File: config.mk
export PLATFORM = sky130hd
export DESIGN_NAME = vdp_register_top
export DESIGN_NICKNAME = d
export VERILOG_FILES = /design/src/design/vdp_pkg.sv /design/src/design/vdp_palette_ram.sv /design/src/design/vdp_palette_loader.sv /design/src/design/vdp_vram_access.sv /design/src/design/vdp_status_read.sv /design/src/design/vdp_ctrl_regs.sv /design/src/design/vdp_cpu_port_ctrl.sv /design/src/design/vdp_register_top.sv
export SDC_FILE = /design/constraint.sdc
export NUM_CORES = 1
export LEC_CHECK = 0
export ABC_AREA = 1
export BUFFER_PORTS_ARGS = -buffer_cell sky130_fd_sc_hd__clkbuf_2
export CAP_MARGIN = 40
export CORE_AREA = 8 8 168 170
export CTS_BUF_LIST = sky130_fd_sc_hd__clkbuf_4 sky130_fd_sc_hd__clkbuf_8
export CTS_CLUSTER_SIZE = 40
export DETAILED_ROUTE_END_ITERATION = 7
export DIE_AREA = 0 0 176 178
export PLACE_DENSITY_LB_ADDON = 0.08
export SETUP_SLACK_MARGIN = 0.3
export SYNTH_ARGS = -nofsm -noshare
export SYNTH_HDL_FRONTEND = slang
export SYNTH_SLANG_ARGS = --single-unit
File: constraint.sdc
create_clock -name RESET -period 7.11 [get_ports RESET]
set_input_delay 0.3555 -clock RESET [delete_from_list [all_inputs] [get_ports RESET]]
set_output_delay 0.3555 -clock RESET [all_outputs]
set_load 0.05 [all_outputs]
File: src/design/vdp_pkg.sv
// ------------------------------
// Shared widths, port numbers, status constants
// and the port-1 sequencer states of the VDP register block
// ------------------------------
package vdp_pkg;

  // ------------------------------
  // Widths with a meaning
  // ------------------------------
  typedef logic [7:0]  cpu_byte_t;    // CPU data byte
  typedef logic [1:0]  port_sel_t;    // I/O port 0..3
  typedef logic [5:0]  reg_num_t;     // Control register number
  typedef logic [3:0]  status_num_t;  // Status register number (R15)
  typedef logic [16:0] vram_addr_t;   // 128 KB VRAM address
  typedef logic [2:0]  pal_chan_t;    // One palette colour channel

  // {R0[3:1], R1[3], R1[4]}
  typedef logic [4:0]  disp_mode_t;

  // Port-1 byte pair sequencer
  typedef enum logic {
    P1_FIRST,   // Waiting for data / low address byte
    P1_SECOND   // Waiting for command byte
  } p1_state_e;

  // ------------------------------
  // Port numbers
  // ------------------------------
  localparam port_sel_t PORT_VRAM     = 2'd0;  // VRAM data
  localparam port_sel_t PORT_CTRL     = 2'd1;  // Status read, address / register set
  localparam port_sel_t PORT_PALETTE  = 2'd2;  // Palette byte pairs
  localparam port_sel_t PORT_INDIRECT = 2'd3;  // Register write through R17

  // ------------------------------
  // Fixed values
  // ------------------------------
  localparam logic [4:0] VDP_ID      = 5'd2;     // V9958 identity in S#1
  localparam reg_num_t   REG_R17_NUM = 6'd17;    // Not writable through port 3
  localparam cpu_byte_t  STATUS_FILL = 8'hFF;    // Unimplemented status reads

endpackage

File: src/design/vdp_palette_ram.sv
// ------------------------------
// Three-channel palette memory,
// MSX2 default colours, registered read
// ------------------------------
`timescale 1ns/1ps

module vdp_palette_ram #(
  parameter int PAL_ENTRIES = 16
) (
  input  logic                           RESET,    // Clock
  input  logic                           CLK21M,   // Async reset
  input  logic                           pal_we,
  input  logic [$clog2(PAL_ENTRIES)-1:0] pal_wr_idx,
  input  vdp_pkg::pal_chan_t             pal_wr_r, pal_wr_g, pal_wr_b,
  input  logic [$clog2(PAL_ENTRIES)-1:0] pal_rd_idx,
  output vdp_pkg::pal_chan_t             pal_r, pal_g, pal_b
);
  import vdp_pkg::*;

  // Standard MSX2 colours 0..15
  localparam pal_chan_t DEF_R [16] = '{0, 0, 1, 3, 1, 2, 5, 2, 7, 7, 6, 6, 1, 6, 5, 7};
  localparam pal_chan_t DEF_G [16] = '{0, 0, 6, 7, 1, 3, 1, 6, 1, 3, 6, 6, 4, 2, 5, 7};
  localparam pal_chan_t DEF_B [16] = '{0, 0, 1, 3, 7, 7, 1, 7, 1, 3, 1, 4, 1, 5, 5, 7};

  pal_chan_t mem_r [PAL_ENTRIES];
  pal_chan_t mem_g [PAL_ENTRIES];
  pal_chan_t mem_b [PAL_ENTRIES];

  always_ff @(posedge RESET or posedge CLK21M) begin
    if (CLK21M) begin
      for (int i = 0; i < PAL_ENTRIES; i++) begin
        mem_r[i] <= DEF_R[i % 16];
        mem_g[i] <= DEF_G[i % 16];
        mem_b[i] <= DEF_B[i % 16];
      end
    end else if (pal_we) begin
      mem_r[pal_wr_idx] <= pal_wr_r;
      mem_g[pal_wr_idx] <= pal_wr_g;
      mem_b[pal_wr_idx] <= pal_wr_b;
    end
  end

  always_ff @(posedge RESET) begin   // One cycle read latency
    pal_r <= mem_r[pal_rd_idx];
    pal_g <= mem_g[pal_rd_idx];
    pal_b <= mem_b[pal_rd_idx];
  end

endmodule

File: src/design/vdp_palette_loader.sv
// ------------------------------
// Palette byte pair assembly and
// auto-incrementing palette index
// ------------------------------
`timescale 1ns/1ps

module vdp_palette_loader #(
  parameter int PAL_ENTRIES = 16
) (
  input  logic                           RESET,     // Clock
  input  logic                           CLK21M,    // Async reset
  input  logic                           acc_wr,
  input  vdp_pkg::port_sel_t             acc_port,
  input  vdp_pkg::cpu_byte_t             acc_data,
  input  logic                           pal_idx_load,
  input  vdp_pkg::cpu_byte_t             reg_data,  // R16 value
  output logic                           pal_we,
  output logic [$clog2(PAL_ENTRIES)-1:0] pal_wr_idx,
  output vdp_pkg::pal_chan_t             pal_wr_r, pal_wr_g, pal_wr_b
);
  import vdp_pkg::*;

  localparam int IDX_W = $clog2(PAL_ENTRIES);

  logic [IDX_W-1:0] pal_idx;    // Next entry to write
  logic             have_rb;    // Red/blue byte already in
  cpu_byte_t        rb_byte;
  logic             p2_wr;

  assign p2_wr = acc_wr && (acc_port == PORT_PALETTE);

  always_ff @(posedge RESET or posedge CLK21M) begin
    if (CLK21M) begin
      pal_idx <= '0;
      have_rb <= 1'b0;
      pal_we  <= 1'b0;
    end else begin
      pal_we <= p2_wr && have_rb;
      if (pal_idx_load) begin
        pal_idx <= reg_data[IDX_W-1:0];
        have_rb <= 1'b0;                  // Restart the pair
      end else if (p2_wr) begin
        have_rb <= !have_rb;
        if (have_rb) pal_idx <= (pal_idx == IDX_W'(PAL_ENTRIES - 1)) ? '0 : pal_idx + 1'b1;
      end
    end
  end

  always_ff @(posedge RESET) begin
    if (p2_wr && !have_rb) rb_byte <= acc_data;
    if (p2_wr && have_rb) begin
      pal_wr_idx <= pal_idx;
      pal_wr_r   <= rb_byte[6:4];
      pal_wr_b   <= rb_byte[2:0];
      pal_wr_g   <= acc_data[2:0];        // Green from second byte
    end
  end

endmodule

File: src/design/vdp_vram_access.sv
// ------------------------------
// VRAM address and write data latches,
// single-cycle access strobes
// ------------------------------
`timescale 1ns/1ps

module vdp_vram_access #(
  parameter int VRAM_ADDR_W = 17
) (
  input  logic                   RESET,       // Clock
  input  logic                   CLK21M,      // Async reset
  input  logic                   acc_wr, acc_rd,
  input  vdp_pkg::port_sel_t     acc_port,
  input  vdp_pkg::cpu_byte_t     acc_data,
  input  logic                   p1_addr_set, p1_addr_read,
  input  logic [13:0]            p1_addr,
  input  logic                   reg_wr,
  input  vdp_pkg::reg_num_t      reg_num,
  input  vdp_pkg::cpu_byte_t     reg_data,
  output logic [VRAM_ADDR_W-1:0] vram_addr,
  output vdp_pkg::cpu_byte_t     vram_wdata,
  output logic                   vram_addr_set, vram_wr, vram_rd
);
  import vdp_pkg::*;

  logic r14_wr;        // Upper address bits
  logic p0_wr;

  assign r14_wr = reg_wr && (reg_num == 6'd14);
  assign p0_wr  = acc_wr && (acc_port == PORT_VRAM);

  always_ff @(posedge RESET or posedge CLK21M) begin
    if (CLK21M) begin
      vram_addr <= '0;
      {vram_addr_set, vram_wr, vram_rd} <= '0;
    end else begin
      vram_wr       <= p0_wr;
      vram_rd       <= (acc_rd && (acc_port == PORT_VRAM)) || p1_addr_read; // Read or read-ahead
      vram_addr_set <= p1_addr_set || r14_wr;
      if (p1_addr_set) vram_addr[13:0] <= p1_addr;
      if (r14_wr) vram_addr[VRAM_ADDR_W-1:14] <= reg_data[VRAM_ADDR_W-15:0];
    end
  end

  always_ff @(posedge RESET) begin
    if (p0_wr) vram_wdata <= acc_data;   // Byte to write
  end

endmodule

File: src/design/vdp_status_read.sv
// ------------------------------
// Read data for ports 0 and 1,
// interrupt clear pulses
// ------------------------------
`timescale 1ns/1ps

module vdp_status_read (
  input  logic                 RESET,        // Clock
  input  logic                 CLK21M,       // Async reset
  input  logic                 acc_rd,
  input  vdp_pkg::port_sel_t   acc_port,
  input  vdp_pkg::status_num_t status_num,
  input  logic                 vsync_int, hsync_int, field,
  input  logic [6:0]           sprite_status,
  input  vdp_pkg::cpu_byte_t   vram_rd_data,
  input  logic                 reg_wr,
  input  vdp_pkg::reg_num_t    reg_num,
  input  vdp_pkg::cpu_byte_t   reg_data,
  output vdp_pkg::cpu_byte_t   dat_r,        // Held until the next read
  output logic                 clr_vsync_int, clr_hsync_int
);
  import vdp_pkg::*;

  cpu_byte_t status_byte;
  logic      p1_rd;

  assign p1_rd = acc_rd && (acc_port == PORT_CTRL);

  always_comb begin
    case (status_num)
      4'd0:    status_byte = {vsync_int, sprite_status};        // S#0
      4'd1:    status_byte = {2'b00, VDP_ID, hsync_int};        // S#1
      4'd2:    status_byte = {6'b000011, field, 1'b0};          // S#2
      default: status_byte = STATUS_FILL;
    endcase
  end

  always_ff @(posedge RESET or posedge CLK21M) begin
    if (CLK21M) begin
      dat_r         <= '0;
      clr_vsync_int <= 1'b0;
      clr_hsync_int <= 1'b0;
    end else begin
      if (acc_rd) dat_r <= (acc_port == PORT_VRAM) ? vram_rd_data :
                           (acc_port == PORT_CTRL) ? status_byte : STATUS_FILL;
      clr_vsync_int <= p1_rd && (status_num == 4'd0);
      // S#1 read, R19 write, or R0 write with bit 4 set
      clr_hsync_int <= (p1_rd && (status_num == 4'd1)) ||
                       (reg_wr && ((reg_num == 6'd19) || ((reg_num == 6'd0) && reg_data[4])));
    end
  end

endmodule

File: src/design/vdp_ctrl_regs.sv
// ------------------------------
// Control register file, mode bits shadowed
// until hsync, one-hot screen mode decode
// ------------------------------
`timescale 1ns/1ps

module vdp_ctrl_regs (
  input  logic                  RESET,       // Clock
  input  logic                  CLK21M,      // Async reset
  input  logic                  hsync,       // Shadow copy pulse
  input  logic                  reg_wr,
  input  vdp_pkg::reg_num_t     reg_num,
  input  vdp_pkg::cpu_byte_t    reg_data,
  output vdp_pkg::status_num_t  status_num,  // R15
  output logic                  pal_idx_load,
  output logic                  disp_on, hsync_int_en, vsync_int_en,
  output logic                  sp_size, sp_zoom, blink_clks,
  output logic [6:0]            name_base,
  output vdp_pkg::cpu_byte_t    frame_col,
  output logic                  sp_off, col0_on, pal_mode, interlace, y_dots,
  output vdp_pkg::cpu_byte_t    hsync_int_line, vstart_line,
  output logic                  yae, yjk, msk, sp_mode2,
  output logic [2:0]            h_scroll_fine,
  output logic                  mode_text1, mode_text2, mode_multi,
  output logic                  mode_graphic1, mode_graphic2, mode_graphic3, mode_graphic4,
  output logic                  mode_graphic5, mode_graphic6, mode_graphic7, mode_high_res
);
  import vdp_pkg::*;

  logic [3:1] r0_mode;       // Written values, not yet visible
  logic [4:3] r1_mode;
  logic       r1_disp_on, r25_sp2;
  disp_mode_t disp_mode;     // Active mode after hsync

  assign pal_idx_load = reg_wr && (reg_num == 6'd16);  // R16 palette index

  always_ff @(posedge RESET or posedge CLK21M) begin
    if (CLK21M) begin
      {r0_mode, r1_mode, r1_disp_on, r25_sp2} <= '0;
      {hsync_int_en, vsync_int_en, sp_size, sp_zoom, blink_clks} <= '0;
      {sp_off, col0_on, pal_mode, interlace, y_dots, yae, yjk, msk} <= '0;
      {name_base, frame_col, status_num, hsync_int_line, vstart_line, h_scroll_fine} <= '0;
      {disp_mode, disp_on, sp_mode2} <= '0;
    end else begin
      if (reg_wr) begin
        case (reg_num)
          6'd0:  {hsync_int_en, r0_mode} <= reg_data[4:1];
          6'd1:  begin
            {r1_disp_on, vsync_int_en, r1_mode} <= reg_data[6:3];
            {blink_clks, sp_size, sp_zoom}      <= reg_data[2:0];
          end
          6'd2:  name_base <= reg_data[6:0];        // Name table base
          6'd7:  frame_col <= reg_data;             // Text / backdrop colour
          6'd8:  {col0_on, sp_off} <= {reg_data[5], reg_data[1]};
          6'd9:  {y_dots, interlace, pal_mode} <= {reg_data[7], reg_data[3], reg_data[1]};
          6'd15: status_num <= reg_data[3:0];
          6'd19: hsync_int_line <= reg_data;
          6'd23: vstart_line <= reg_data;           // Vertical scroll
          6'd25: {yae, yjk, msk, r25_sp2} <= {reg_data[4:3], reg_data[1:0]};
          6'd27: h_scroll_fine <= reg_data[2:0];
          default: ;                                // R14, R16, R17 handled elsewhere
        endcase
      end
      if (hsync) begin                              // Mode change takes effect per line
        disp_mode <= {r0_mode, r1_mode[3], r1_mode[4]};
        disp_on   <= r1_disp_on;
        sp_mode2  <= r25_sp2;
      end
    end
  end

  // ------------------------------
  // Screen mode decode
  // ------------------------------
  assign mode_graphic1 = (disp_mode == 5'b00000);
  assign mode_text1    = (disp_mode == 5'b00001);
  assign mode_multi    = (disp_mode == 5'b00010);
  assign mode_graphic2 = (disp_mode == 5'b00100);
  assign mode_graphic3 = (disp_mode == 5'b01000);
  assign mode_text2    = (disp_mode == 5'b01001);   // 80 columns
  assign mode_graphic4 = (disp_mode == 5'b01100);
  assign mode_graphic5 = (disp_mode == 5'b10000);
  assign mode_graphic6 = (disp_mode == 5'b10100);
  assign mode_graphic7 = (disp_mode == 5'b11100);
  assign mode_high_res = (disp_mode[4:3] == 2'b10) && (disp_mode[1:0] == 2'b00); // 512 dots
endmodule

File: src/design/vdp_cpu_port_ctrl.sv
// ------------------------------
// Wishbone classic slave for the four VDP ports,
// port-1 byte pair sequencer and R17 pointer
// ------------------------------
`timescale 1ns/1ps

module vdp_cpu_port_ctrl (
  input  logic               RESET,       // Clock
  input  logic               CLK21M,      // Async reset
  input  logic               cyc, stb, we,
  input  vdp_pkg::port_sel_t adr,
  input  vdp_pkg::cpu_byte_t dat_w,
  output logic               ack,
  output logic               acc_wr, acc_rd,
  output vdp_pkg::port_sel_t acc_port,
  output vdp_pkg::cpu_byte_t acc_data,
  output logic               p1_addr_set, p1_addr_read,
  output logic [13:0]        p1_addr,     // {second[5:0], first}
  output logic               reg_wr,
  output vdp_pkg::reg_num_t  reg_num,
  output vdp_pkg::cpu_byte_t reg_data
);
  import vdp_pkg::*;

  p1_state_e p1_state;
  cpu_byte_t p1_first;       // Buffered first byte of a port-1 pair
  reg_num_t  r17_ptr;        // Indirect register pointer
  logic      r17_auto_inc;
  logic      accept, p1_second, p3_wr;

  // Accept when idle, ack answers one cycle later
  assign accept   = cyc && stb && !ack;
  assign acc_wr   = accept && we;
  assign acc_rd   = accept && !we;
  assign acc_port = adr;
  assign acc_data = dat_w;

  // Second byte of a pair, bits 7..6 select the action
  assign p1_second    = acc_wr && (acc_port == PORT_CTRL) && (p1_state == P1_SECOND);
  assign p1_addr_set  = p1_second && !acc_data[7];   // 00 or 01
  assign p1_addr_read = p1_addr_set && !acc_data[6]; // 00 reads ahead
  assign p1_addr      = {acc_data[5:0], p1_first};
  assign p3_wr        = acc_wr && (acc_port == PORT_INDIRECT);

  always_ff @(posedge RESET or posedge CLK21M) begin
    if (CLK21M) begin
      ack          <= 1'b0;
      reg_wr       <= 1'b0;
      p1_state     <= P1_FIRST;
      r17_ptr      <= '0;
      r17_auto_inc <= 1'b0;
    end else begin
      ack    <= accept;
      reg_wr <= (p1_second && acc_data[7]) || (p3_wr && (r17_ptr != REG_R17_NUM));
      if (acc_rd && (acc_port == PORT_CTRL)) begin
        p1_state <= P1_FIRST;                       // Status read restarts the pair
      end else if (acc_wr && (acc_port == PORT_CTRL)) begin
        p1_state <= (p1_state == P1_FIRST) ? P1_SECOND : P1_FIRST;
      end
      if (reg_wr && (reg_num == REG_R17_NUM)) begin
        r17_ptr      <= reg_data[5:0];
        r17_auto_inc <= !reg_data[7];               // Bit 7 set disables increment
      end else if (p3_wr && r17_auto_inc) begin
        r17_ptr <= r17_ptr + 1'b1;
      end
    end
  end

  // Pair buffer and register write payload
  always_ff @(posedge RESET) begin
    if (acc_wr && (acc_port == PORT_CTRL) && (p1_state == P1_FIRST)) p1_first <= acc_data;
    if (p1_second) begin
      reg_num  <= acc_data[5:0];
      reg_data <= p1_first;
    end else if (p3_wr) begin
      reg_num  <= r17_ptr;
      reg_data <= acc_data;
    end
  end

endmodule

File: src/design/vdp_register_top.sv
// ------------------------------
// VDP register block top level
// Port controller, control registers, status read,
// VRAM access latches and palette
// ------------------------------
`timescale 1ns/1ps

module vdp_register_top #(
  parameter int PAL_ENTRIES = 16,
  parameter int VRAM_ADDR_W = 17
) (
  input  logic                  RESET,          // Clock
  input  logic                  CLK21M,         // Async reset, active high
  input  logic                  cyc, stb, we,
  input  vdp_pkg::port_sel_t    adr,
  input  vdp_pkg::cpu_byte_t    dat_w,
  output vdp_pkg::cpu_byte_t    dat_r,
  output logic                  ack,
  input  logic                  hsync, field, vsync_int, hsync_int,
  input  logic [6:0]            sprite_status,  // S#0 bits 6..0
  input  vdp_pkg::cpu_byte_t    vram_rd_data,
  output vdp_pkg::vram_addr_t   vram_addr,
  output vdp_pkg::cpu_byte_t    vram_wdata,
  output logic                  vram_addr_set, vram_wr, vram_rd,
  input  logic [3:0]            pal_rd_idx,
  output vdp_pkg::pal_chan_t    pal_r, pal_g, pal_b,
  output logic                  clr_vsync_int, clr_hsync_int,
  output logic                  disp_on, hsync_int_en, vsync_int_en,
  output logic                  sp_size, sp_zoom, blink_clks,
  output logic [6:0]            name_base,
  output vdp_pkg::cpu_byte_t    frame_col,
  output logic                  sp_off, col0_on, pal_mode, interlace, y_dots,
  output vdp_pkg::cpu_byte_t    hsync_int_line, vstart_line,
  output logic                  yae, yjk, msk, sp_mode2,
  output logic [2:0]            h_scroll_fine,
  output logic                  mode_text1, mode_text2, mode_multi,
  output logic                  mode_graphic1, mode_graphic2, mode_graphic3, mode_graphic4,
  output logic                  mode_graphic5, mode_graphic6, mode_graphic7, mode_high_res
);
  import vdp_pkg::*;

  logic        acc_wr, acc_rd;          // One-cycle request strobes
  port_sel_t   acc_port;
  cpu_byte_t   acc_data;
  logic        p1_addr_set, p1_addr_read;
  logic [13:0] p1_addr;
  logic        reg_wr;                  // Register write strobe
  reg_num_t    reg_num;
  cpu_byte_t   reg_data;
  status_num_t status_num;
  logic        pal_idx_load, pal_we;
  logic [$clog2(PAL_ENTRIES)-1:0] pal_wr_idx;
  pal_chan_t   pal_wr_r, pal_wr_g, pal_wr_b;

  vdp_cpu_port_ctrl u_port_ctrl (
    .RESET, .CLK21M, .cyc, .stb, .we, .adr, .dat_w, .ack,
    .acc_wr, .acc_rd, .acc_port, .acc_data,
    .p1_addr_set, .p1_addr_read, .p1_addr, .reg_wr, .reg_num, .reg_data
  );

  vdp_ctrl_regs u_ctrl_regs (
    .RESET, .CLK21M, .hsync, .reg_wr, .reg_num, .reg_data, .status_num, .pal_idx_load,
    .disp_on, .hsync_int_en, .vsync_int_en, .sp_size, .sp_zoom, .blink_clks,
    .name_base, .frame_col, .sp_off, .col0_on, .pal_mode, .interlace, .y_dots,
    .hsync_int_line, .vstart_line, .yae, .yjk, .msk, .sp_mode2, .h_scroll_fine,
    .mode_text1, .mode_text2, .mode_multi, .mode_graphic1, .mode_graphic2,
    .mode_graphic3, .mode_graphic4, .mode_graphic5, .mode_graphic6,
    .mode_graphic7, .mode_high_res
  );

  vdp_status_read u_status_read (
    .RESET, .CLK21M, .acc_rd, .acc_port, .status_num, .vsync_int, .hsync_int,
    .field, .sprite_status, .vram_rd_data, .reg_wr, .reg_num, .reg_data,
    .dat_r, .clr_vsync_int, .clr_hsync_int
  );

  vdp_vram_access #(.VRAM_ADDR_W(VRAM_ADDR_W)) u_vram_access (
    .RESET, .CLK21M, .acc_wr, .acc_rd, .acc_port, .acc_data,
    .p1_addr_set, .p1_addr_read, .p1_addr, .reg_wr, .reg_num, .reg_data,
    .vram_addr, .vram_wdata, .vram_addr_set, .vram_wr, .vram_rd
  );

  vdp_palette_loader #(.PAL_ENTRIES(PAL_ENTRIES)) u_palette_loader (
    .RESET, .CLK21M, .acc_wr, .acc_port, .acc_data, .pal_idx_load, .reg_data,
    .pal_we, .pal_wr_idx, .pal_wr_r, .pal_wr_g, .pal_wr_b
  );

  vdp_palette_ram #(.PAL_ENTRIES(PAL_ENTRIES)) u_palette_ram (
    .RESET, .CLK21M, .pal_we, .pal_wr_idx, .pal_wr_r, .pal_wr_g, .pal_wr_b,
    .pal_rd_idx, .pal_r, .pal_g, .pal_b
  );

endmodule

==> metrics.md, run 1 <==
| Metric | Value |
|---|---|
| IO buf count | `145` |
| First-pass GRT wire length | `56200 um` |
| Post-route DRC violation count | `0` |
| Inserted Diodes | `0` |
| Fin nets | `between 1500 and 2000` |
| Core area | `about 26000 sq um` |
| # fillers | `about 2300` |
| Worst Hold Slack | `around 0.021 ns` |
| Initial antenna violation count | `0` |
| Post-DP HPWL | `22300 um` |
| CP Max Fanout | `4` |
| Int Pwr | `2860 uW` |
| Switch Pwr | `about 1000 uW` |
| Avg Inst Size Synth | `9.14 sq um` |
| Synthesized area | `about 14000 sq um` |
| GRT Resource Usage Total | `between 20 and 25%` |
| Clock Tree Buf Depth | `3` |
| CTS root buffer | `clkbuf_8` |
| DRT antenna net count | `0` |
| Multi-input gate area | `between 4000 and 5000 sq um` |
| Initial Util | `between 50% and 60%` |
| Startpoint types | `register` |
| Clock power share | `a little over two fifths` |
| Die Ht | `between 150 and 200 um` |
| Tcrit/Tclk final | `between 20 and 30%` |
| Slew @ Worst Pin | `approximately 0.99 ns` |
| Setup violations, final | `0` |
| HP Class | `in -> reg` |
| CTS Buf Count | `53` |
| FF-to-FF setup slack | `between 5 and 6 ns` |
| Via Count | `about 11000` |
| Clk sinks | `313` |
| YS warnings | `0` |
| Total die area | `around 31000 sq um` |
| Number of global-route vias before repair | `10600` |
| Outcome | `finished, final reports clean` |
| RSZ-0062 raised after global routing | `false` |
| Ports | `146` |
| Maximum vdd drop | `around 180 uV` |
| Pwr Density | `247 nW/um^2` |
| FF+latch area | `between 8000 and 9000 sq um` |
| Unique masters post-synth | `40` |
| Detailed Route WL | `approximately 34000 um` |
| Hold Violations, Final | `0` |
| Die X-Extent | `between 150 and 200 um` |
| DR vias/cell | `~5.2` |
| Layout cells sized above 1 | `about a quarter` |
| Sequential power share | `approximately half` |
| Drt wl/cell | `roughly 17 um` |
| Pleak | `0.00724 uW` |
| Cell Rows | `just under 60` |
| Layout Skew | `~0.017 ns` |
| Sw Share | `between 20% and 30%` |
| Seq/Total Area, Yosys | `around three fifths` |
| CP required | `6.75 ns` |
| CP Class | `reg -> out` |
| Clock slew seen by the registers of the worst setup and hold paths | `0.06 ns` |
| Critical Path End Type | `output pin` |
| Maximum clock rate | `0.476 GHz` |
| Setup TNS | `0 ns` |
| Combinational power share | `~8.4%` |
| Final Max Slew Viols | `0` |
| 1st-iter DRT viols | `between 700 and 800` |
| Slew Limit Headroom | `between 30% and 40%` |
| First-pass DRT Iterations | `5` |
| Grt total ovfl | `0` |
| Largest net degree at the start of global routing | `between 150 and 200` |
| Mapped Cells | `around 1500` |
| Post-Synthesis Net Count | `1545` |
| Post-layout minimum cycle time | `2.10 ns` |
| #FFs+latches synth | `between 300 and 400` |
| Number of max-cap violations | `0` |
| Placer congestion estimate | `around 0.86` |
| Area growth syn-to-layout | `14.1%` |
| Htree depth | `2` |
| Post_cts resized | `0` |
| CTS tree | `built` |
| Worst-Skew Late Latency | `roughly 0.6 ns` |
| WP data arrival | `approximately 1.7 ns` |
[through the flow]
stage          total power (uW)  worst slack (ns)  util (%)  cells  area, sq um
3_5_place_dp               2270              4.73      56.8   1924        14600
5_1_grt                    4030              4.82      61.2   2028        15700
6_report                   3870              5.01      61.2   2028        15700
4_1_cts                    3910              4.98      61.2   2028        15700
2_1_floorplan              2180              3.46         -   1504        13700
3_3_place_gp               2270              4.59      56.6   1922        14500
[flip-flops by register name, summed over array words and instances (netlist names), 8 cells and up]
| register | count |
|---|---|
| u_palette_ram.mem_b | 48 |
| u_ctrl_regs.vstart_line | 8 |
| u_palette_ram.mem_r | 48 |
| u_ctrl_regs.hsync_int_line | 8 |
| u_port_ctrl.reg_data | 8 |
| u_vram_access.vram_addr | 17 |
| u_vram_access.vram_wdata | 8 |
| u_status_read.dat_r | 8 |
| u_port_ctrl.p1_first | 8 |
| u_palette_ram.mem_g | 48 |
| u_ctrl_regs.frame_col | 8 |
[timing repair]
action | in CTS | in global routing
setup buffers | 0 | 0
hold buffers | 4 | 0
endpoints found under the hold margin | 6 | 0
[area by class of cell]
cell class | instances | area share, %
Clock buffer | 82 | 6.40
Clock inverter | 18 | 0.574
Inverter | 83 | 2.03
Multi-Input combinational cell | 1040 | 30.9
Sequential cell | 313 | 51.8
Tap cell | 335 | 2.67
Timing Repair Buffer | 157 | 5.55
[power by group through the flow]
stage          Sequential, uW  Combinational [uW]  Clock (uW)
2_1_floorplan            2040                 137           0
3_3_place_gp             1950                 320           0
3_5_place_dp             1950                 329           0
4_1_cts                  1920                 330        1660
5_1_grt                  1920                 357        1750
6_report                 1920                 325        1630
[synth_stat cells, drive strengths merged]
master | number | area [sq um]
dfrtp | 178 | 4450
or2 | 1 | 6.26
nand4 | 7 | 58.8
clkinv | 4 | 16.3
nand2 | 551 | 2120
buf | 47 | 367
o21ai | 255 | 1400
nor2 | 90 | 418
nand3 | 96 | 538
clkbuf | 21 | 81.3
dfstp | 77 | 2020
a21oi | 1 | 5.00
ha | 3 | 37.5
mux2 | 3 | 33.8
inv | 79 | 299
nand3b | 1 | 7.51
nor3 | 11 | 70.1
nor4 | 3 | 18.8
dfxtp | 9 | 180
edfxtp | 49 | 1470
xnor2 | 1 | 8.76
o211ai | 16 | 120
xor2 | 1 | 8.76
[worst max-delay path, cell delays in order, from the launching register on]
cell and delay (ns):
dfrtp_1 0.41, nor2_1 0.14, inv_1 0.10, nor4_1 0.19
clkbuf_2 0.33
[worst paths after layout]
| path | from | cells after the start | endpoint |
|---|---|---|---|
| setup reg to reg | u_port_ctrl.ack | 5 | u_palette_loader.pal_wr_b[2] |
| min in group asynchronous | CLK21M | 4 | u_vram_access.vram_addr[8] |
| hold reg to reg | u_palette_loader.rb_byte[2] | 0 | u_palette_loader.pal_wr_b[2] |
| setup / recovery | u_ctrl_regs.disp_mode[0] | 4 | mode_graphic5 |
| hold / removal | dat_w[6] | 1 | u_port_ctrl.p1_first[6] |
| max in group asynchronous | CLK21M | 5 | u_ctrl_regs.yae |
[cell families (layout without fill, tap and decap cells)]
logic type,Yosys count,in the layout,synth area share [%]
xor+xnor,2,2,0.127
buf+inv,151,340,5.55
mux,3,3,0.246
simple gates,760,760,23.6
compound gates,272,272,11.1
fa+ha+maj,3,3,0.273
flops,313,313,59.1
[metal layers]
| layer | track usage [%] | vias up | part of all wire [%] |
|---|---|---|---|
| met5 | 0 | - | 0 |
| met4 | 7.59 | 0 | 2.7 |
| met3 | 4.49 | 71 | 5.6 |
| met2 | 36.4 | 299 | 47 |
| met1 | 29.2 | 4988 | 44 |
| li1 | - | 5219 | - |
[placed cells by master (no fill, tap or decap), drive strengths merged, types with 3 or more instances in the layout]
cell type,netlist,layout
edfxtp,49,49
o211ai,16,16
nand2,551,551
nor4,3,3
nand4,7,7
clkbuf,21,227
dfstp,77,77
dfrtp,178,178
dfxtp,9,9
inv,79,80
nor3,11,11
o21ai,255,255
mux2,3,3
clkinv,4,19
buf,47,8
dlygate4sd3,0,4
nor2,90,90
ha,3,3
nand3,96,96
Note: power is estimated with default switching activity, not from simulation.
==> run 2: changes to the inputs <==
--- a/config.mk
+++ b/config.mk
@@ -8,11 +8,11 @@
 export ABC_AREA = 1
 export BUFFER_PORTS_ARGS = -buffer_cell sky130_fd_sc_hd__clkbuf_2
 export CAP_MARGIN = 40
-export CORE_AREA = 8 8 168 170
+export CORE_AREA = 8 8 160 162
 export CTS_BUF_LIST = sky130_fd_sc_hd__clkbuf_4 sky130_fd_sc_hd__clkbuf_8
 export CTS_CLUSTER_SIZE = 40
 export DETAILED_ROUTE_END_ITERATION = 7
-export DIE_AREA = 0 0 176 178
+export DIE_AREA = 0 0 168 170
 export PLACE_DENSITY_LB_ADDON = 0.08
 export SETUP_SLACK_MARGIN = 0.3
 export SYNTH_ARGS = -nofsm -noshare
==> constraint.sdc (replaced) <==
create_clock -name RESET -period 2.05 [get_ports RESET]
set_input_delay 0.1025 -clock RESET [delete_from_list [all_inputs] [get_ports RESET]]
set_output_delay 0.1025 -clock RESET [all_outputs]
set_load 0.05 [all_outputs]
==> run 2 against run 1 <==
Net effect:
- sequential power grew to 3.5 times the previous value
- worst hold slack better by 0.020 ns
- global-route usage increased by 2.2 points
- register-to-register slack worse by 4.9 ns
- non-clock buffer count grew 51
- clock power rose to 3.3 times the previous value
- via count is 3.0% higher
- combinational power increased to 3.8 times the previous value
- die area shrank 8.8%
- wire length is 1.3% higher
- critical path type unchanged
==> metrics.md, run 2 (synthesized netlist as in run 1, its figures left out) <==
| Metric | Value |
|---|---|
| Power Total | `about 13000 uW` |
| Critical Path End Type | `output pin` |
| Post-DP HPWL | `22100 um` |
| Number of max-cap violations | `0` |
| Layout cells sized above 1 | `between 20% and 30%` |
| Initial Util | `approximately 60%` |
| Detailed Route WL | `~34000 um` |
| Ports | `146` |
| Placer congestion estimate | `0.879` |
| Final Util | `around 70%` |
| Cell Rows | `56` |
| CP Class | `reg -> out` |
| Area growth syn-to-layout | `17.7%` |
| Clock slew seen by the registers of the worst setup and hold paths | `around 0.060 ns` |
| DR vias/cell | `5.37` |
| Worst Hold Slack | `a little over 0.04 ns` |
| Inserted Diodes | `0` |
| Via Count | `between 10000 and 15000` |
| Initial antenna violation count | `0` |
| Outcome | `finished, final reports clean` |
| WP data arrival | `around 1.6 ns` |
| First-pass DRT Iterations | `5` |
| Max stage delay on crit path | `~0.42 ns` |
| CTS Buf Count | `slightly above 50` |
| Commonest non-fill, non-tap cell in the layout | `nand2_1` |
| 1st-iter DRT viols | `986` |
| Slew @ Worst Pin | `0.740 ns` |
| Grt total ovfl | `0` |
| Clk sinks | `313` |
| Final Worst Setup Slack | `0.311 ns` |
| Total die area | `28600 sq um` |
| Htree depth | `2` |
| Layout Skew | `around 0.014 ns` |
| RSZ-0062 raised after global routing | `true` |
| Fin nets | `roughly 1700` |
| Final Max Slew Viols | `0` |
| DRT antenna net count | `0` |
| Die Ht | `between 150 and 200 um` |
| Setup violations, final | `0` |
| First-pass GRT wire length | `roughly 56000 um` |
| Pre-CTS WS | `approximately 0.33 ns` |
| Tcrit/Tclk final | `84.8%` |
| Startpoint types | `register` |
| Core area | `23100 sq um` |
| CTS root buffer | `clkbuf_8` |
| Slew Limit Headroom | `50.6%` |
| Drt wl/cell | `around 17 um` |
| Hold Violations, Final | `0` |
| Crit path cell chain | `inv_1, nand3_1, nor2_1, clkbuf_4` |
| CTS tree | `built` |
| Maximum clock rate | `0.575 GHz` |
| Number of global-route vias before repair | `11000` |
| Maximum vdd drop | `approximately 630 uV` |
| Family with the most delay on the worst path | `flip-flops` |
| CP Max Fanout | `3` |
| IO buf count | `145` |
| CP required | `roughly 2.0 ns` |
| GRT Resource Usage Total | `~24%` |
| Largest net degree at the start of global routing | `between 50 and 60` |
| Post-layout minimum cycle time | `between 1.5 and 2 ns` |
| Pwr Density | `approximately 820 nW/um^2` |
| Commonest non-fill, non-tap cells in the layout | `nand2_1, dfrtp_1, clkbuf_2` |
| # fillers | `1798` |
| Buffers and inverters on the worst path | `2` |
| Clock Tree Buf Depth | `3` |
| Worst-Skew Late Latency | `0.56 ns` |
| Die X-Extent | `roughly 170 um` |
| HP Class | `in -> reg` |
| Post-route DRC violation count | `0` |
| Pleak | `~0.0075 uW` |
| Largest registers | `u_palette_ram.mem_b x48, u_palette_ram.mem_g x48, u_palette_ram.mem_r x48` |
| Slowest-stage cell, CP | `dfrtp_1` |
run 2: cell count changes in the layout (fill, tap and decap cells not counted), sizes merged:
| cell | previous run | this run |
|---|---|---|
| clkinv | 19 | 13 |
| clkinvlp | 2 | 3 |
| clkbuf | 227 | 221 |
| dlygate4sd3 | 4 | 35 |
| inv | 80 | 79 |
| buf | 8 | 34 |
run 2: through the flow:
step / cells / setup TNS (ns) / instance area, sq um
detailed placement: 1893 / 0 / 14700
finish: 2028 / 0 / 16200
global route: 2028 / 0 / 16200
floorplan: 1504 / -276.82 / 13800
global placement: 1893 / 0 / 14700
CTS: 2023 / 0 / 16100
run 2: final cells by class:
| type | instances | area, sq um | share of cell area [%] |
|---|---|---|---|
| clock buffers | 82 | 972 | 6.01 |
| clock inverters | 12 | 61.3 | 0.379 |
| inverters | 83 | 322 | 1.99 |
| multi-input cells | 1040 | 4930 | 30.5 |
| flip-flops and latches | 313 | 8130 | 50.3 |
| well taps | 290 | 363 | 2.24 |
| repair buffers | 208 | 1400 | 8.63 |
run 2: worst reg2reg max path: stages (launching register included):
cell and delay (ns):
dfrtp_1 0.39, inv_1 0.07, nand3_2 0.09, nor2_4 0.21, inv_2 0.09, buf_6 0.14
nor4_4 0.24, buf_4 0.19
run 2: routing by layer:
| layer | global-route usage [%] | share of wire, % | up-vias |
|---|---|---|---|
| met5 | 0 | 0 | - |
| met1 | 30.0 | 41 | 5186 |
| met4 | 7.30 | 2.1 | 0 |
| li1 | - | - | 5306 |
| met2 | 42.6 | 50 | 338 |
| met3 | 5.49 | 6.6 | 60 |
run 2: repair_timing:
item                       in CTS  in global routing
hold buffers                   35                  0
setup endpoints to repair      11                 72
gates resized for setup        15                 25
setup buffers                   1                  5
hold endpoints to repair       97                  0
pin swaps                       0                  5
run 2: final timing paths:
| check | slack (ns) | startpoint | cells after the start | end |
|---|---|---|---|---|
| worst max-delay path | 0.31 | u_ctrl_regs.disp_mode[2] | 4 | mode_graphic3 |
| min in group asynchronous | 0.15 | CLK21M | 3 | u_palette_ram.mem_r[42] |
| worst max register to register | 0.34 | u_port_ctrl.ack | 7 | u_palette_loader.rb_byte[4] |
| worst min-delay path | 0.04 | cyc | 5 | u_port_ctrl.reg_wr |
| worst min register to register | 0.42 | u_palette_loader.rb_byte[1] | 0 | u_palette_loader.pal_wr_b[1] |
| max in group asynchronous | 1.18 | CLK21M | 4 | u_palette_ram.mem_g[2] |
run 2: where the power goes:
group,internal [uW],switching [uW]
Clock,3000,2390
Combinational,335,893
Sequential,6520,130
==> run 3: changes to the inputs <==
==> constraint.sdc (replaced) <==
create_clock -name RESET -period 1.6 [get_ports RESET]
set_input_delay 0.08 -clock RESET [delete_from_list [all_inputs] [get_ports RESET]]
set_output_delay 0.08 -clock RESET [all_outputs]
set_load 0.05 [all_outputs]
==> run 3 against run 2 <==
Net effect:
- the run now ends with negative setup slack left
- die area unchanged
- clock skew up 0.028 ns
- register-to-register slack worse by 0.77 ns
- design area up 29%
- flip-flop and latch count unchanged
- clock power up 47%
- utilization up 21 points
- critical endpoint is now u_palette_loader.pal_idx[3]
==> metrics.md, run 3 (synthesized netlist as in run 1, its figures left out) <==
| Metric | Value |
|---|---|
| Htree depth | `2` |
| 1st-iter DRT viols | `around 2500` |
| Initial Util | `around three fifths` |
| GRT Resource Usage Total | `30.6%` |
| Failing checks | `negative setup slack` |
| Layout Skew | `0.0420 ns` |
| CP endpoint | `u_palette_loader.pal_idx[3]` |
| Layout cells sized above 1 | `approximately 49%` |
| Die X-Extent | `about 170 um` |
| Critical Path Start | `u_port_ctrl.reg_num[1]` |
| Int Pwr | `13300 uW` |
| DRT antenna net count | `0` |
| Initial antenna violation count | `1` |
| Core area | `23100 sq um` |
| WP data arrival | `2.53 ns` |
| Post-layout minimum cycle time | `just over 2 ns` |
| Commonest non-fill, non-tap cells in the layout | `nand2_1, dfrtp_1, nand2_2` |
| Detailed Route WL | `~67000 um` |
| CP Class | `reg -> reg` |
| First-pass DRT Iterations | `8` |
| Final Max Slew Viols | `0` |
| Slowest-stage cell, CP | `edfxtp_1` |
| Tcrit/Tclk final | `127%` |
| Max stage delay on crit path | `a little under 0.5 ns` |
| Outcome | `finished, violations left` |
| CP Max Fanout | `8` |
| Largest registers | `u_palette_ram.mem_b x48, u_palette_ram.mem_g x48, u_palette_ram.mem_r x48` |
| Setup TNS | `-14.30 ns` |
| Startpoint types | `register` |
| Clock Tree Buf Depth | `3` |
| Clock power share | `between 40 and 50%` |
| FF-to-FF setup slack | `-0.43 ns` |
| RSZ-0062 raised after global routing | `true` |
| Most used cell along the critical path | `nand2_2` |
| Reg-to-Reg End | `u_palette_loader.pal_idx[3]` |
| Critical Path End Type | `register` |
| IO buf count | `about 150` |
| Grt total ovfl | `0` |
| Crit path cell chain | `buf_4, nor2_2, nand2_2, inv_4, nand2_8, nand3_1, nand2_1, nand2_4, nand2_2` |
| Post-DP HPWL | `around 22000 um` |
| Combinational power share | `a little under an eighth` |
| Worst R2R Start | `u_port_ctrl.reg_num[1]` |
| Ports | `approximately 150` |
| Sequential power share | `46.0%` |
| CTS tree | `built` |
| Drt wl/cell | `around 30 um` |
| Clk sinks | `between 300 and 400` |
| Placer congestion estimate | `~0.83` |
| CTS root buffer | `clkbuf_8` |
| Total die area | `28600 sq um` |
| Pwr Density | `895 nW/um^2` |
| Number of max-cap violations | `0` |
| Setup violations, final | `roughly 160` |
| CP required | `approximately 2.1 ns` |
| Switch Pwr | `5470 uW` |
| Worst-Skew Late Latency | `0.63 ns` |
| Slew @ Worst Pin | `approximately 0.66 ns` |
| Pleak | `about 0.0091 uW` |
| Family with the most delay on the worst path | `simple AND/OR/NAND/NOR gates` |
| Cell Rows | `56` |
| Fin nets | `~1900` |
| Pre-CTS WS | `about 0.063 ns` |
| CTS Buf Count | `~50` |
| Maximum vdd drop | `~950 uV` |
| Maximum clock rate | `roughly 0.5 GHz` |
| DR vias/cell | `around 7` |
| Post-route DRC violation count | `0` |
| HP Class | `in -> reg` |
| Via Count | `between 15000 and 20000` |
| Number of global-route vias before repair | `~13000` |
| Buffers and inverters on the worst path | `2` |
| Clock slew seen by the registers of the worst setup and hold paths | `0.09 ns` |
| Hold Violations, Final | `0` |
| First-pass GRT wire length | `69800 um` |
| Final Worst Setup Slack | `-0.434 ns` |
| Area growth syn-to-layout | `52.4%` |
| Commonest non-fill, non-tap cell in the layout | `nand2_1` |
| Sw Share | `a little under 30%` |
| Worst R2R Path Depth | `9` |
| Largest net degree at the start of global routing | `73` |
| Critical path depth in cells | `9` |
| Die Ht | `about 170 um` |
| Slew Limit Headroom | `a little under three fifths` |
-- run 3: cell types whose count changed in the layout (fill, tap and decap cells not counted), moves of 36 or more --
| cell | change |
|---|---|
| buf_4 | +42 |
| buf_6 | +60 |
| clkbuf_2 | -70 |
| clkbuf_4 | +57 |
| nand2_1 | -180 |
| nand2_2 | +97 |
| nand2_4 | +71 |
| nand2_8 | +36 |
| o21ai_0 | -56 |
| o21ai_2 | +64 |
-- run 3: timing repair --
item / CTS / global route
gates cloned: 16 / 33
endpoints found under the setup margin: 354 / 353
pin swaps: 63 / 128
resized for setup: 336 / 444
hold buffers: 35 / 0
setup buffers: 66 / 63
endpoints found under the hold margin: 249 / 0
-- run 3: area by class of cell --
| cell class | count | area [sq um] |
|---|---|---|
| antenna | 1 | 2.50 |
| tap | 290 | 363 |
| timing repair inverter | 4 | 47.5 |
| clock buffer | 82 | 997 |
| sequential | 313 | 8130 |
| multi-input combinational | 1078 | 7370 |
| inverter | 83 | 388 |
| fill | 712 | 2100 |
| clock inverter | 13 | 110 |
| timing repair buffer | 357 | 3540 |
-- run 3: worst min-delay path, cell delays in order --
cell and delay, ns:
clkbuf_2 0.18, nor4_4 0.07, buf_6 0.13
-- run 3: through the flow --
stage	cell area, sq um	hold WS [ns]	total power (uW)	std cells	utilization (%)
6_report	20900	0.0273	18700	2221	90.9
5_1_grt	20900	0.0239	19000	2220	90.9
4_1_cts	18400	-0.00122	17800	2124	79.7
3_5_place_dp	15000	0.0634	10200	1912	64.9
3_3_place_gp	15000	0.0670	10200	1912	64.9
2_1_floorplan	13900	0.179	9690	1504	-
-- run 3: worst min path at each step --
stage                  start                           end  slack, ns  depth (start not counted)
floorplan           dat_w[0]  u_palette_loader.pal_wr_g[0]       0.18                          0
global placement      CLK21M       u_palette_ram.mem_g[44]       0.07                          2
detailed placement    CLK21M       u_palette_ram.mem_g[44]       0.06                          2
CTS                      cyc         u_vram_access.vram_rd     -0.001                          6
global route          adr[0]   u_palette_loader.rb_byte[5]       0.02                          3
finish                adr[0]   u_palette_loader.rb_byte[5]       0.03                          3
-- run 3: power groups by stage --
stage          registers [uW]  logic, uW  clock network, uW
3_3_place_gp             8650       1500                  0
4_1_cts                  8520       1780               7450
5_1_grt                  8620       2300               8090
3_5_place_dp             8650       1520                  0
2_1_floorplan            9070        619                  0
6_report                 8620       2230               7900
-- run 3: metal layers --
metal	global-route usage [%]	vias up	wire (um)
met2	52.8	1693	29700
met3	5.98	643	9240
met1	36.6	7190	20800
met4	15.0	2	6910
li1	-	5797	-
met5	0	-	13
